`src/common/if_settings.svh`:
```
// data and parcel widths, reset pc, parcel queue depth and fetch stop threshold
`ifndef IF_SETTINGS_SVH
`define IF_SETTINGS_SVH

// datapath
`define IF_XLEN            32
`define IF_PARCEL_W        16

// first fetch address out of reset
`define IF_PC_INIT         32'h200

//////////////////////////////
// parcel queue sizing
//////////////////////////////

`define IF_QUEUE_DEPTH     12
// requests stop here, which leaves room for three words in flight
`define IF_FULL_THRESHOLD  6

`endif

```
`src/common/if_pkg.sv`:
```
// fetch stage vector typedefs and the structs passed between its blocks
`default_nettype none

`include "if_settings.svh"

package if_pkg;

  typedef logic [`IF_XLEN-1:0]     xlen_t;    // address or data word
  typedef logic [`IF_PARCEL_W-1:0] parcel_t;  // half word of instruction stream
  typedef logic [`IF_XLEN-1:0]     insn_t;    // rv32 encoding

  // one beat returned by the instruction memory
  typedef struct packed {
    xlen_t data;
    logic  valid;
    logic  error;   // bus error on this word
  } imem_rsp_t;

  //////////////////////////////
  // queue head as seen by the decode side
  //////////////////////////////

  typedef struct packed {
    parcel_t lo;
    parcel_t hi;
    logic    valid;       // enough parcels for the decoded length
    logic    compressed;
    logic    error;       // any parcel used carries a bus error
  } parcel_window_t;

  typedef struct packed {
    insn_t insn;
    logic  illegal;
  } expand_t;

  // registered stage output
  typedef struct packed {
    xlen_t pc;
    insn_t insn;
    logic  bubble;
    logic  illegal;
    logic  access_fault;
  } if_out_t;

endpackage

`default_nettype wire

```
`src/fetch/fetch_req.sv`:
```
// instruction memory address register and fetch request generation
`timescale 1ns/1ns
`default_nettype none

`include "if_settings.svh"

module fetch_req
(
  input  wire logic          clk_i,
  input  wire logic          rst_ni,

  input  wire logic          almost_full_i,  // parcel queue near its limit
  input  wire logic          flush_i,
  input  wire if_pkg::xlen_t flush_pc_i,

  output      logic          imem_req_o,
  input  wire logic          imem_ack_i,
  output      if_pkg::xlen_t imem_adr_o
);

  if_pkg::xlen_t adr_q;
  logic          accept;

  // fetch runs ahead linearly, stops on full queue or flush
  assign imem_req_o = ~almost_full_i & ~flush_i;
  assign accept     = imem_req_o & imem_ack_i;

  //////////////////////////////
  // address register
  //////////////////////////////

  // a branch may land on a half word, the fetch itself is always a word
  always_ff @(posedge clk_i or negedge rst_ni)
  begin
    if (!rst_ni)
      adr_q <= `IF_PC_INIT;
    else if (flush_i)
      adr_q <= {flush_pc_i[`IF_XLEN-1:2], 2'b00};
    else if (accept)
      adr_q <= {adr_q[`IF_XLEN-1:2] + 1'b1, 2'b00};  // next word
  end

  assign imem_adr_o = adr_q;

endmodule

`default_nettype wire

```
`src/fetch/parcel_queue.sv`:
```
// parcel shift queue with error flags, instruction length decode and pop control
`timescale 1ns/1ns
`default_nettype none

`include "if_settings.svh"

module parcel_queue
(
  input  wire logic                   clk_i,
  input  wire logic                   rst_ni,

  input  wire logic                   flush_i,
  input  wire if_pkg::xlen_t          flush_pc_i,

  input  wire if_pkg::imem_rsp_t      rsp_i,
  input  wire logic                   pop_en_i,

  output      if_pkg::parcel_window_t window_o,
  output      logic                   almost_full_o
);

  localparam int CNT_W = $clog2(`IF_QUEUE_DEPTH + 1);

  if_pkg::parcel_t [`IF_QUEUE_DEPTH-1:0] q_q, q_nxt;
  logic [`IF_QUEUE_DEPTH-1:0]            err_q, err_nxt;
  logic [CNT_W-1:0]                      cnt_q, cnt_nxt;
  logic                                  skip_q;  // drop low half of next beat

  logic             compressed;
  logic             head_valid;
  logic [1:0]       pop_n;
  logic             push_lo, push_hi;
  logic [CNT_W-1:0] wr_lo, wr_hi;

  //////////////////////////////
  // head decode
  //////////////////////////////

  assign compressed = ~&q_q[0][1:0];
  assign head_valid = compressed ? (cnt_q != '0) : (cnt_q >= CNT_W'(2));

  assign pop_n = (head_valid & pop_en_i) ? (compressed ? 2'd1 : 2'd2) : 2'd0;

  // beats landing in the flush cycle belong to the old stream
  assign push_lo = rsp_i.valid & ~flush_i & ~skip_q;
  assign push_hi = rsp_i.valid & ~flush_i;

  assign wr_lo = cnt_q - CNT_W'(pop_n);
  assign wr_hi = push_lo ? wr_lo + 1'b1 : wr_lo;

  assign cnt_nxt = wr_lo + CNT_W'(push_lo) + CNT_W'(push_hi);

  always_comb
  begin
    q_nxt   = q_q >> (`IF_PARCEL_W * pop_n);
    err_nxt = err_q >> pop_n;
    for (int i = 0; i < `IF_QUEUE_DEPTH; i++)
    begin
      if (push_lo && i == int'(wr_lo))
      begin
        q_nxt[i]   = rsp_i.data[`IF_PARCEL_W-1:0];
        err_nxt[i] = rsp_i.error;
      end
      if (push_hi && i == int'(wr_hi))
      begin
        q_nxt[i]   = rsp_i.data[`IF_XLEN-1:`IF_PARCEL_W];
        err_nxt[i] = rsp_i.error;
      end
    end
  end

  // parcel storage
  always_ff @(posedge clk_i)
  begin
    q_q   <= q_nxt;
    err_q <= err_nxt;
  end

  always_ff @(posedge clk_i or negedge rst_ni)
  begin
    if (!rst_ni)
    begin
      cnt_q  <= '0;
      skip_q <= 1'b0;
    end
    else if (flush_i)
    begin
      cnt_q  <= '0;
      skip_q <= flush_pc_i[1];  // target in upper half of its word
    end
    else
    begin
      cnt_q <= cnt_nxt;
      if (rsp_i.valid)
        skip_q <= 1'b0;
    end
  end

  //////////////////////////////
  // outputs
  //////////////////////////////

  assign window_o.lo         = q_q[0];
  assign window_o.hi         = q_q[1];
  assign window_o.valid      = head_valid;
  assign window_o.compressed = compressed;
  assign window_o.error      = err_q[0] | (~compressed & err_q[1]);

  assign almost_full_o = cnt_q >= CNT_W'(`IF_FULL_THRESHOLD);

endmodule

`default_nettype wire

```
`src/rvc/rvc_expander.sv`:
```
// rvc to rv32 expansion of the queue head and illegal encoding detection
`timescale 1ns/1ns
`default_nettype none

module rvc_expander
(
  input  wire if_pkg::parcel_window_t window_i,
  output      if_pkg::expand_t        expand_o
);

  // rv32 major opcodes
  localparam logic [6:0] OP_LOAD   = 7'b0000011;
  localparam logic [6:0] OP_STORE  = 7'b0100011;
  localparam logic [6:0] OP_IMM    = 7'b0010011;
  localparam logic [6:0] OP_REG    = 7'b0110011;
  localparam logic [6:0] OP_BRANCH = 7'b1100011;
  localparam logic [6:0] OP_JALR   = 7'b1100111;
  localparam logic [6:0] OP_JAL    = 7'b1101111;

  localparam if_pkg::insn_t EBREAK = 32'h0010_0073;

  if_pkg::parcel_t p;
  logic [4:0]      rd, rs2;     // full register fields
  logic [4:0]      rs1p, rs2p;  // compact fields, x8..x15
  logic [11:0]     ci_imm;
  logic [11:0]     cl_imm;      // c.lw / c.sw word offset
  logic [11:0]     cj_off;
  logic [12:0]     cb_imm;

  assign p    = window_i.lo;
  assign rd   = p[11:7];
  assign rs2  = p[6:2];
  assign rs1p = {2'b01, p[9:7]};
  assign rs2p = {2'b01, p[4:2]};

  //////////////////////////////
  // immediates
  //////////////////////////////

  assign ci_imm = {{6{p[12]}}, p[12], p[6:2]};
  assign cl_imm = {5'b00000, p[5], p[12:10], p[6], 2'b00};
  assign cj_off = {p[12], p[8], p[10:9], p[6], p[7], p[2], p[11], p[5:3], 1'b0};
  assign cb_imm = {{5{p[12]}}, p[6:5], p[2], p[11:10], p[4:3], 1'b0};

  always_comb
  begin
    expand_o.insn    = {16'h0000, p};  // reserved forms leave the parcel as is
    expand_o.illegal = 1'b0;
    if (!window_i.compressed)
      expand_o.insn = {window_i.hi, window_i.lo};
    else
    begin
      case ({p[15:13], p[1:0]})
        5'b010_00: expand_o.insn = {cl_imm, rs1p, 3'b010, rs2p, OP_LOAD};  // c.lw
        5'b110_00: expand_o.insn = {cl_imm[11:5], rs2p, rs1p, 3'b010, cl_imm[4:0], OP_STORE};
        5'b000_01: expand_o.insn = {ci_imm, rd, 3'b000, rd, OP_IMM};       // c.addi, c.nop
        5'b010_01: expand_o.insn = {ci_imm, 5'd0, 3'b000, rd, OP_IMM};     // c.li
        5'b101_01: expand_o.insn = {cj_off[11], cj_off[10:1], cj_off[11],
                                    {8{cj_off[11]}}, 5'd0, OP_JAL};       // c.j
        5'b110_01,
        5'b111_01: expand_o.insn = {cb_imm[12], cb_imm[10:5], 5'd0, rs1p, 2'b00, p[13],
                                    cb_imm[4:1], cb_imm[11], OP_BRANCH};  // c.beqz, c.bnez
        5'b100_01:
        begin
          // only the register-register group, no w forms on rv32
          if (p[12:10] == 3'b011)
          begin
            case (p[6:5])
              2'b00:   expand_o.insn = {7'b0100000, rs2p, rs1p, 3'b000, rs1p, OP_REG};
              2'b01:   expand_o.insn = {7'b0000000, rs2p, rs1p, 3'b100, rs1p, OP_REG};
              2'b10:   expand_o.insn = {7'b0000000, rs2p, rs1p, 3'b110, rs1p, OP_REG};
              default: expand_o.insn = {7'b0000000, rs2p, rs1p, 3'b111, rs1p, OP_REG};
            endcase
          end
          else
            expand_o.illegal = 1'b1;
        end
        5'b100_10:
        begin
          if (rs2 != 5'd0)  // c.mv / c.add
            expand_o.insn = {7'b0000000, rs2, (p[12] ? rd : 5'd0), 3'b000, rd, OP_REG};
          else if (rd != 5'd0)  // c.jr / c.jalr
            expand_o.insn = {12'h000, rd, 3'b000, 4'b0000, p[12], OP_JALR};
          else if (p[12])
            expand_o.insn = EBREAK;
          else
            expand_o.illegal = 1'b1;  // c.jr with x0
        end
        default: expand_o.illegal = 1'b1;
      endcase
    end
  end

endmodule

`default_nettype wire

```
`src/design/pc_tracker.sv`:
```
// next program counter with flush load and 2 or 4 byte advance
`timescale 1ns/1ns
`default_nettype none

`include "if_settings.svh"

module pc_tracker
(
  input  wire logic                   clk_i,
  input  wire logic                   rst_ni,

  input  wire logic                   flush_i,
  input  wire if_pkg::xlen_t          flush_pc_i,  // branch target

  input  wire if_pkg::parcel_window_t window_i,
  input  wire logic                   pop_en_i,

  output      if_pkg::xlen_t          nxt_pc_o
);

  if_pkg::xlen_t nxt_pc_q;
  logic          consume;

  assign consume = pop_en_i & window_i.valid;

  //////////////////////////////
  // pc register
  //////////////////////////////

  always_ff @(posedge clk_i or negedge rst_ni)
  begin
    if (!rst_ni)
      nxt_pc_q <= `IF_PC_INIT;
    else if (flush_i)
      nxt_pc_q <= flush_pc_i;  // keeps bit 1 of the target
    else if (consume)
      nxt_pc_q <= nxt_pc_q + (window_i.compressed ? 32'd2 : 32'd4);
  end

  assign nxt_pc_o = nxt_pc_q;

endmodule

`default_nettype wire

```
`src/design/if_stage_reg.sv`:
```
// fetch stage output register with bubble and exception flags
`timescale 1ns/1ns
`default_nettype none

`include "if_settings.svh"

module if_stage_reg
(
  input  wire logic                   clk_i,
  input  wire logic                   rst_ni,

  input  wire logic                   flush_i,
  input  wire logic                   pd_stall_i,  // decode not ready

  input  wire if_pkg::parcel_window_t window_i,
  input  wire if_pkg::expand_t        expand_i,
  input  wire if_pkg::xlen_t          pc_i,

  output      if_pkg::if_out_t        if_o
);

  if_pkg::if_out_t out_q;
  if_pkg::if_out_t out_nxt;
  logic            consume;

  assign consume = window_i.valid & ~flush_i;

  // a bubble carries no instruction and no exception
  always_comb
  begin
    out_nxt.pc           = pc_i;
    out_nxt.insn         = consume ? expand_i.insn : '0;
    out_nxt.bubble       = ~consume;
    out_nxt.illegal      = consume & expand_i.illegal;
    out_nxt.access_fault = consume & window_i.error;
  end

  //////////////////////////////
  // output register
  //////////////////////////////

  always_ff @(posedge clk_i or negedge rst_ni)
  begin
    if (!rst_ni)
    begin
      out_q              <= '0;
      out_q.pc           <= `IF_PC_INIT;
      out_q.bubble       <= 1'b1;
    end
    else if (!pd_stall_i)
      out_q <= out_nxt;  // holds while decode stalls
  end

  assign if_o = out_q;

endmodule

`default_nettype wire

```
`src/design/if_top.sv`:
```
// fetch stage top level connecting request, queue, expander, pc and output register
`timescale 1ns/1ns
`default_nettype none

module if_top
(
  input  wire logic              clk_i,
  input  wire logic              rst_ni,

  // instruction memory
  output      logic              imem_req_o,
  input  wire logic              imem_ack_i,
  output      if_pkg::xlen_t     imem_adr_o,
  output      logic              imem_flush_o,
  input  wire if_pkg::imem_rsp_t imem_rsp_i,

  // pipeline side
  input  wire logic              pd_stall_i,
  input  wire logic              bu_flush_i,
  input  wire if_pkg::xlen_t     bu_nxt_pc_i,
  output      if_pkg::if_out_t   if_o
);

  logic                   almost_full;
  logic                   pop_en;
  if_pkg::parcel_window_t window;
  if_pkg::expand_t        expand;
  if_pkg::xlen_t          nxt_pc;

  assign pop_en       = ~pd_stall_i;
  assign imem_flush_o = bu_flush_i;  // memory drops unreturned words

  //////////////////////////////
  // fetch side
  //////////////////////////////

  fetch_req u_fetch_req (
    .clk_i         ( clk_i       ),
    .rst_ni        ( rst_ni      ),
    .almost_full_i ( almost_full ),
    .flush_i       ( bu_flush_i  ),
    .flush_pc_i    ( bu_nxt_pc_i ),
    .imem_req_o    ( imem_req_o  ),
    .imem_ack_i    ( imem_ack_i  ),
    .imem_adr_o    ( imem_adr_o  )
  );

  parcel_queue u_parcel_queue (
    .clk_i         ( clk_i       ),
    .rst_ni        ( rst_ni      ),
    .flush_i       ( bu_flush_i  ),
    .flush_pc_i    ( bu_nxt_pc_i ),
    .rsp_i         ( imem_rsp_i  ),
    .pop_en_i      ( pop_en      ),
    .window_o      ( window      ),
    .almost_full_o ( almost_full )
  );

  //////////////////////////////
  // decode side
  //////////////////////////////

  rvc_expander u_rvc_expander (
    .window_i ( window ),
    .expand_o ( expand )
  );

  pc_tracker u_pc_tracker (
    .clk_i      ( clk_i       ),
    .rst_ni     ( rst_ni      ),
    .flush_i    ( bu_flush_i  ),
    .flush_pc_i ( bu_nxt_pc_i ),
    .window_i   ( window      ),
    .pop_en_i   ( pop_en      ),
    .nxt_pc_o   ( nxt_pc      )
  );

  if_stage_reg u_if_stage_reg (
    .clk_i      ( clk_i      ),
    .rst_ni     ( rst_ni     ),
    .flush_i    ( bu_flush_i ),
    .pd_stall_i ( pd_stall_i ),
    .window_i   ( window     ),
    .expand_i   ( expand     ),
    .pc_i       ( nxt_pc     ),
    .if_o       ( if_o       )
  );

endmodule

`default_nettype wire

```
`config.mk`:
```
export PLATFORM = sky130hd
export DESIGN_NAME = if_top
export DESIGN_NICKNAME = d
export VERILOG_FILES = /design/src/common/if_pkg.sv /design/src/fetch/fetch_req.sv /design/src/fetch/parcel_queue.sv /design/src/rvc/rvc_expander.sv /design/src/design/pc_tracker.sv /design/src/design/if_stage_reg.sv /design/src/design/if_top.sv
export VERILOG_INCLUDE_DIRS = /design/src /design/src/common
export SDC_FILE = /design/constraint.sdc
export NUM_CORES = 1
export LEC_CHECK = 0
export ABC_AREA = 1
export BUFFER_PORTS_ARGS = -buffer_cell sky130_fd_sc_hd__buf_2
export CAP_MARGIN = 20
export CORE_UTILIZATION = 30
export CTS_BUF_LIST = sky130_fd_sc_hd__clkbuf_16
export DETAILED_ROUTE_END_ITERATION = 16
export SLEW_MARGIN = 40
export SYNTH_ARGS = -nofsm -noshare
export SYNTH_HDL_FRONTEND = slang
export SYNTH_SLANG_ARGS = --single-unit
export TNS_END_PERCENT = 1
```
`constraint.sdc`:
```
create_clock -name clk_i -period 9 [get_ports clk_i]
set_input_delay 1.35 -clock clk_i [delete_from_list [all_inputs] [get_ports clk_i]]
set_output_delay 1.35 -clock clk_i [all_outputs]
set_load 0.05 [all_outputs]
```
==> impl_metrics.yaml, run 1 <==
timing:
  relSlewSlack_pct: 40.9
  grt_setup_unrepaired: "false"
  setup_viol: 0
  fin_crit_ns: 5.41
  post-route-period-util_pct: 60.1
  finalHoldViolCount: 0
  max_freq_mhz: 185
  setup_slack_ns: 3.59
  finClkSkew_ns: 0.0182
  slew_violations: 0
  final.setup.tns_ns: 0
  worstMarginPinSlew_ns: 0.887
cts:
  h-tree-depth: 2
  cts_made_buffers: 42
  ctsHoldBuffers: 0
  cts_buffer_depth: 3
  clock-sinks: 338
  clk_pin_slew_worst_paths_ns: 0.06
  clk_latency_ns: 0.58
  clock-root-buffer: "clkbuf_16"
  cts_tree: "built"
  cts_setup_buffers: 0
  cts_resized: 0
die:
  start_util_pct: 30.5
  ios: 172
  die_w_um: 272
  rows: 98
  chipHeight_um: 272
  die-area_sq_um: 74100
  design.core.area_sq_um: 71900
grt:
  grt_pass1_wl_um: 135000
  antenna_found_initial: 3
  first_global_vias: 22300
  grt_max_degree: 92
  grt_overflow: 0
  grt_usage_pct: 23.2
worst_setup_path:
  path_cells: "nand2_1 -> clkinv_1 -> nor2_4 -> nand2_8 -> inv_2 -> ha_1 -> inv_1 -> fa_1 -> xnor2_4 -> inv_2 -> nand3_1 -> inv_2 -> buf_4 -> nand2_1 -> nand2_1 -> nand2_1 -> nand2_1 -> nand2_1"
  crit_required_ns: 9.46
  critPathMaxFanout: 72
  slowest_delay_ns: 0.63
  crit_top_cell: "nand2_1"
  crit_arrival_ns: 5.87
  endpoint_kind: "flop"
  cpMaxStageDelayCell: "clkinv_1"
  startpoint_type: "flop"
  path_class: "flop to flop"
routing:
  vias: 24400
  detail_route.wirelength_um: 87600
  ant_nets: 0
  drc: 0
  dr.pass1.iters: 6
  drt-initial-drc-count: 2805
  viasPerCell: 5.28
  wl_per_cell_um: 19.0
synth:
  syn_inst: 3598
  synthArstFlopShare_pct: 39.6
  yosysSeqAreaShare_pct: 35.5
  synth_ff_type: "dfxtp_1"
  yosys.cell_types.count: 46
  synth_edf_count: 34
  syn_area_per_cell_sq_um: 6.09
  netlist_area_sq_um: 21900
  yosysWarnings: 0
  ys_ff_latch: 338
layout:
  utilization_pct: 34.5
  layout_commonest_cell: "nand2_1"
  drive_gt1_share_pct: 8.81
  nNetsFinal: 3715
  fin_cells: 4617
  layout_common_cells: "nand2_1, nand3_1, dfxtp_1"
  areaGrowthSynthToFinish_pct: 13.3
placed_design:
  place_ws_ns: 2.97
  place_inst: 4536
  portBuffers: 169
  place.gp.congestion: 0.941
  dp_hpwl_um: 59600
min_path:
  min_path_type: "flop to flop"
pwr:
  power_w: 0.00853
  p_leak_nw: 12.6
  vdd_ir_drop_max_mv: 0.205
  power.density_nw_per_um2: 344
outcome:
  status: "finished clean"
flow_run:
  maxCapViolations: 0
[sequential cells by signal (all words and copies together), names as in the netlist]
signal,count
u_parcel_queue.q_q,160
u_if_stage_reg.if_o,67
u_parcel_queue.window_o,32
u_pc_tracker.nxt_pc_o,32
u_fetch_req.imem_adr_o,30
u_parcel_queue.err_q,12
u_parcel_queue.cnt_q,4
u_parcel_queue.skip_q,1
[Yosys cell counts (16+ instances only)]
cell type     n  area, sq um
nand4_1      21          131
o21ai_0     107          536
edfxtp_1     34         1020
xor2_1       21          184
nand3b_1     16          120
dfxtp_1     170         3400
nand3_1     677         3390
buf_4        17          128
inv_1       161          604
buf_2        47          235
nor2_1      170          638
dfrtp_1     130         3250
nor3_1       17         85.1
a21oi_1      44          220
inv_2        17         63.8
clkbuf_1    136          510
nand2_1    1703         6390
o211ai_1     17          128
[per-layer routing]
metal / vias to the layer above / wire length [um] / GRT usage, %
li1: 11700 / - / -
met1: 11400 / 37800 / 32.1
met2: 1166 / 38700 / 36.1
met3: 170 / 8510 / 4.31
met4: 0 / 2650 / 7.47
met5: - / 0 / 0
[where the power goes]
part           internal [W]  total [W]  switching, W
Sequential          0.00218    0.00264      0.000451
Clock              0.000956    0.00168      0.000720
Combinational       0.00123    0.00422       0.00299
Total               0.00437    0.00853       0.00416
[logic make-up (layout without fill, tap and decap cells)]
family / after synthesis / count (layout) / share of synthesized area [%]
adders and majority gates: 13 / 13 / 0.845
other: 1 / 4 / 0.0171
and+or+nand+nor: 2626 / 2626 / 50.0
AOI/OAI and AO/OA: 200 / 200 / 5.11
DFF: 338 / 338 / 35.5
xor gates and xnor gates: 25 / 25 / 1.21
buffers and inverters: 395 / 461 / 7.33
[per-stage QoR]
stage | cell area, sq um | hold slack [ns]
after global routing | 24800 | 0.499
after CTS | 24800 | 0.479
after detailed placement | 23400 | 0.462
after floorplan | 21900 | 0.471
final | 24800 | 0.473
after global placement | 23300 | 0.460
[worst max-delay path: cells and delay by family, from the launching register on]
kind | cells | cell delay, ns
simple gates | 9 | 2.21
buf+inv | 6 | 1.67
fa+ha+maj | 2 | 0.61
flops | 1 | 0.50
xor+xnor | 1 | 0.26
[worst paths after layout]
kind | depth (start not counted) | slack (ns) | to | startpoint
worst min register to register | 2 | 0.47 | u_if_stage_reg.if_o[53] | u_if_stage_reg.if_o[53]
min in group asynchronous | 1 | 0.75 | u_fetch_req.imem_adr_o[19] | rst_ni
worst max-delay path | 18 | 3.59 | u_parcel_queue.q_q[164] | u_parcel_queue.window_o[20]
max in group asynchronous | 2 | 7.11 | u_if_stage_reg.if_o[22] | rst_ni
worst min-delay path | 2 | 0.47 | u_if_stage_reg.if_o[53] | u_if_stage_reg.if_o[53]
worst max register to register | 18 | 3.59 | u_parcel_queue.q_q[164] | u_parcel_queue.window_o[20]
[layout make-up]
type	count	area, sq um
Fill cell	8019	47000
Multi-Input combinational cell	2866	12600
Sequential cell	338	7780
Timing Repair Buffer	203	1210
Tap cell	950	1190
Clock buffer	45	1130
Inverter	180	681
Clock inverter	33	201
Antenna cell	2	5.00
No activity file was read; power rests on OpenSTA's default activity.
==> inputs of run 2 (changes only) <==
clock period = 4.51 ns   (was 9 ns; I/O delays follow)
==> run 2 against run 1 <==
Effect of this change:
- routed wire length is 1.5% lower
- power is 100% higher
- clock power is 100% higher
- clock-buffer cell count stayed put
- global-route usage is 0.54 points lower
- sequential power is 99% higher
- combinational power is 99% higher
- die area stayed put
- first-iteration DRC count is 6.0% lower
- largest power group unchanged
- hold slack worse by 0.39 ns
==> impl_metrics.yaml, run 2 (synthesis gave the netlist of run 1 again) <==
outcome:
  status: "finished clean"
pwr:
  swShare_pct: 48.5
  power.density_nw_per_um2: 686
  vdd_ir_drop_max_mv: 0.400
  combPwrFrac_pct: 49.1
  power_w: 0.0171
  switching_power_w: 0.00828
  cell_internal_pwr_w: 0.00880
  seqPwrFrac_pct: 30.8
  p_leak_nw: 12.7
  pwr-share-clk_pct: 20.1
cts:
  cts_resized: 0
  ctsHoldBuffers: 0
  cts_setup_buffers: 0
  clock-root-buffer: "clkbuf_16"
  h-tree-depth: 2
  cts_made_buffers: 43
  cts_buffer_depth: 3
  clock-sinks: 338
  clk_latency_ns: 0.58
  cts_tree: "built"
  clk_pin_slew_worst_paths_ns: 0.06
routing:
  wl_per_cell_um: 18.6
  vias: 24000
  detail_route.wirelength_um: 86300
  ant_nets: 0
  drt-initial-drc-count: 2637
  dr.pass1.iters: 8
  drc: 0
  viasPerCell: 5.19
layout:
  layout_commonest_cell: "nand2_1"
  fin_cells: 4634
  layout_common_cells: "nand2_1, nand3_1, inv_1"
  largest_reg_flops: 160
  utilization_pct: 34.6
  top_register: "u_parcel_queue.q_q"
  areaGrowthSynthToFinish_pct: 13.6
  nNetsFinal: 3731
  drive_gt1_share_pct: 9.13
timing:
  setup_viol: 0
  post-route-period-util_pct: 87.3
  finalHoldViolCount: 0
  slew_violations: 0
  max_freq_mhz: 254
  final.setup.tns_ns: 0
  finClkSkew_ns: 0.0239
  grt_setup_unrepaired: "false"
  relSlewSlack_pct: 38.2
  worstMarginPinSlew_ns: 0.927
  setup_slack_ns: 0.571
  fin_crit_ns: 3.94
worst_setup_path:
  startpoint_type: "flop"
  crit_required_ns: 4.73
  crit_arrival_ns: 4.16
  path_class: "flop to flop"
  critPathMaxFanout: 19
  endpoint_kind: "flop"
die:
  chipHeight_um: 272
  design.core.area_sq_um: 71900
  start_util_pct: 30.5
  ios: 172
  die-area_sq_um: 74100
  die_w_um: 272
  rows: 98
flow_run:
  maxCapViolations: 0
placed_design:
  place_ws_ns: 0.272
  place.gp.congestion: 0.941
  dp_hpwl_um: 60400
  place_inst: 4552
  portBuffers: 169
min_path:
  min_path_type: "primary input to async pin"
grt:
  grt_max_degree: 152
  antenna_found_initial: 2
  first_global_vias: 22100
  grt_overflow: 0
  grt_usage_pct: 22.6
  grt_pass1_wl_um: 132000
## run 2: critical path: stages, from the launching register on
cell and delay (ns):
dfrtp_1 0.47, nor2_1 0.34, nand3_4 0.13, nand2_4 0.08, inv_2 0.03, ha_1 0.16, inv_1 0.08, fa_1 0.54
ha_1 0.35, nand2_1 0.06, nand2_1 0.07, nand2_1 0.06, nor2_1 0.26, nand3_2 0.44, nand3_2 0.50
## run 2: layer usage
layer	vias to the layer above	routed length [um]	track usage (%)
li1	11700	-	-
met1	11100	37500	30.6
met2	1051	38500	35.8
met3	181	7040	3.87
met4	0	3180	8.69
met5	-	0	0
## run 2: area by class of cell
cell class              instances  area, sq um
clock buffers                  45         1130
well taps                     950         1190
diodes                          2         5.00
repair buffers                218         1250
flip-flops and latches        338         7780
inverters                     180          681
multi-input cells            2866        12600
fillers                      7947        47000
clock inverters                35          259
## run 2: worst paths after layout
kind / cells past startpoint / start / endpoint / slack, ns
setup reg to reg: 14 / u_parcel_queue.cnt_q[2] / u_parcel_queue.window_o[32] / 0.57
setup / recovery: 14 / u_parcel_queue.cnt_q[2] / u_parcel_queue.window_o[32] / 0.57
max in group asynchronous: 2 / rst_ni / u_if_stage_reg.if_o[29] / 3.43
min in group clk_i: 3 / bu_nxt_pc_i[0] / u_pc_tracker.nxt_pc_o[0] / 0.33
hold reg to reg: 2 / u_if_stage_reg.if_o[53] / u_if_stage_reg.if_o[53] / 0.47
hold / removal: 1 / rst_ni / u_fetch_req.imem_adr_o[17] / 0.08
## run 2: metrics by stage
stage / area [sq um] / hold WS [ns]
6_report: 24900 / 0.0841
2_1_floorplan: 21900 / 0.381
5_1_grt: 24900 / 0.118
3_3_place_gp: 23500 / 0.460
4_1_cts: 24900 / 0.0818
3_5_place_dp: 23500 / 0.461
## run 2: power groups by stage
stage / registers (W) / clock network (W) / logic [W]
floorplan: 0.00579 / 0 / 0.00546
global placement: 0.00527 / 0 / 0.00819
detailed placement: 0.00528 / 0 / 0.00825
CTS: 0.00522 / 0.00349 / 0.00828
global route: 0.00538 / 0.00359 / 0.00934
finish: 0.00526 / 0.00343 / 0.00838
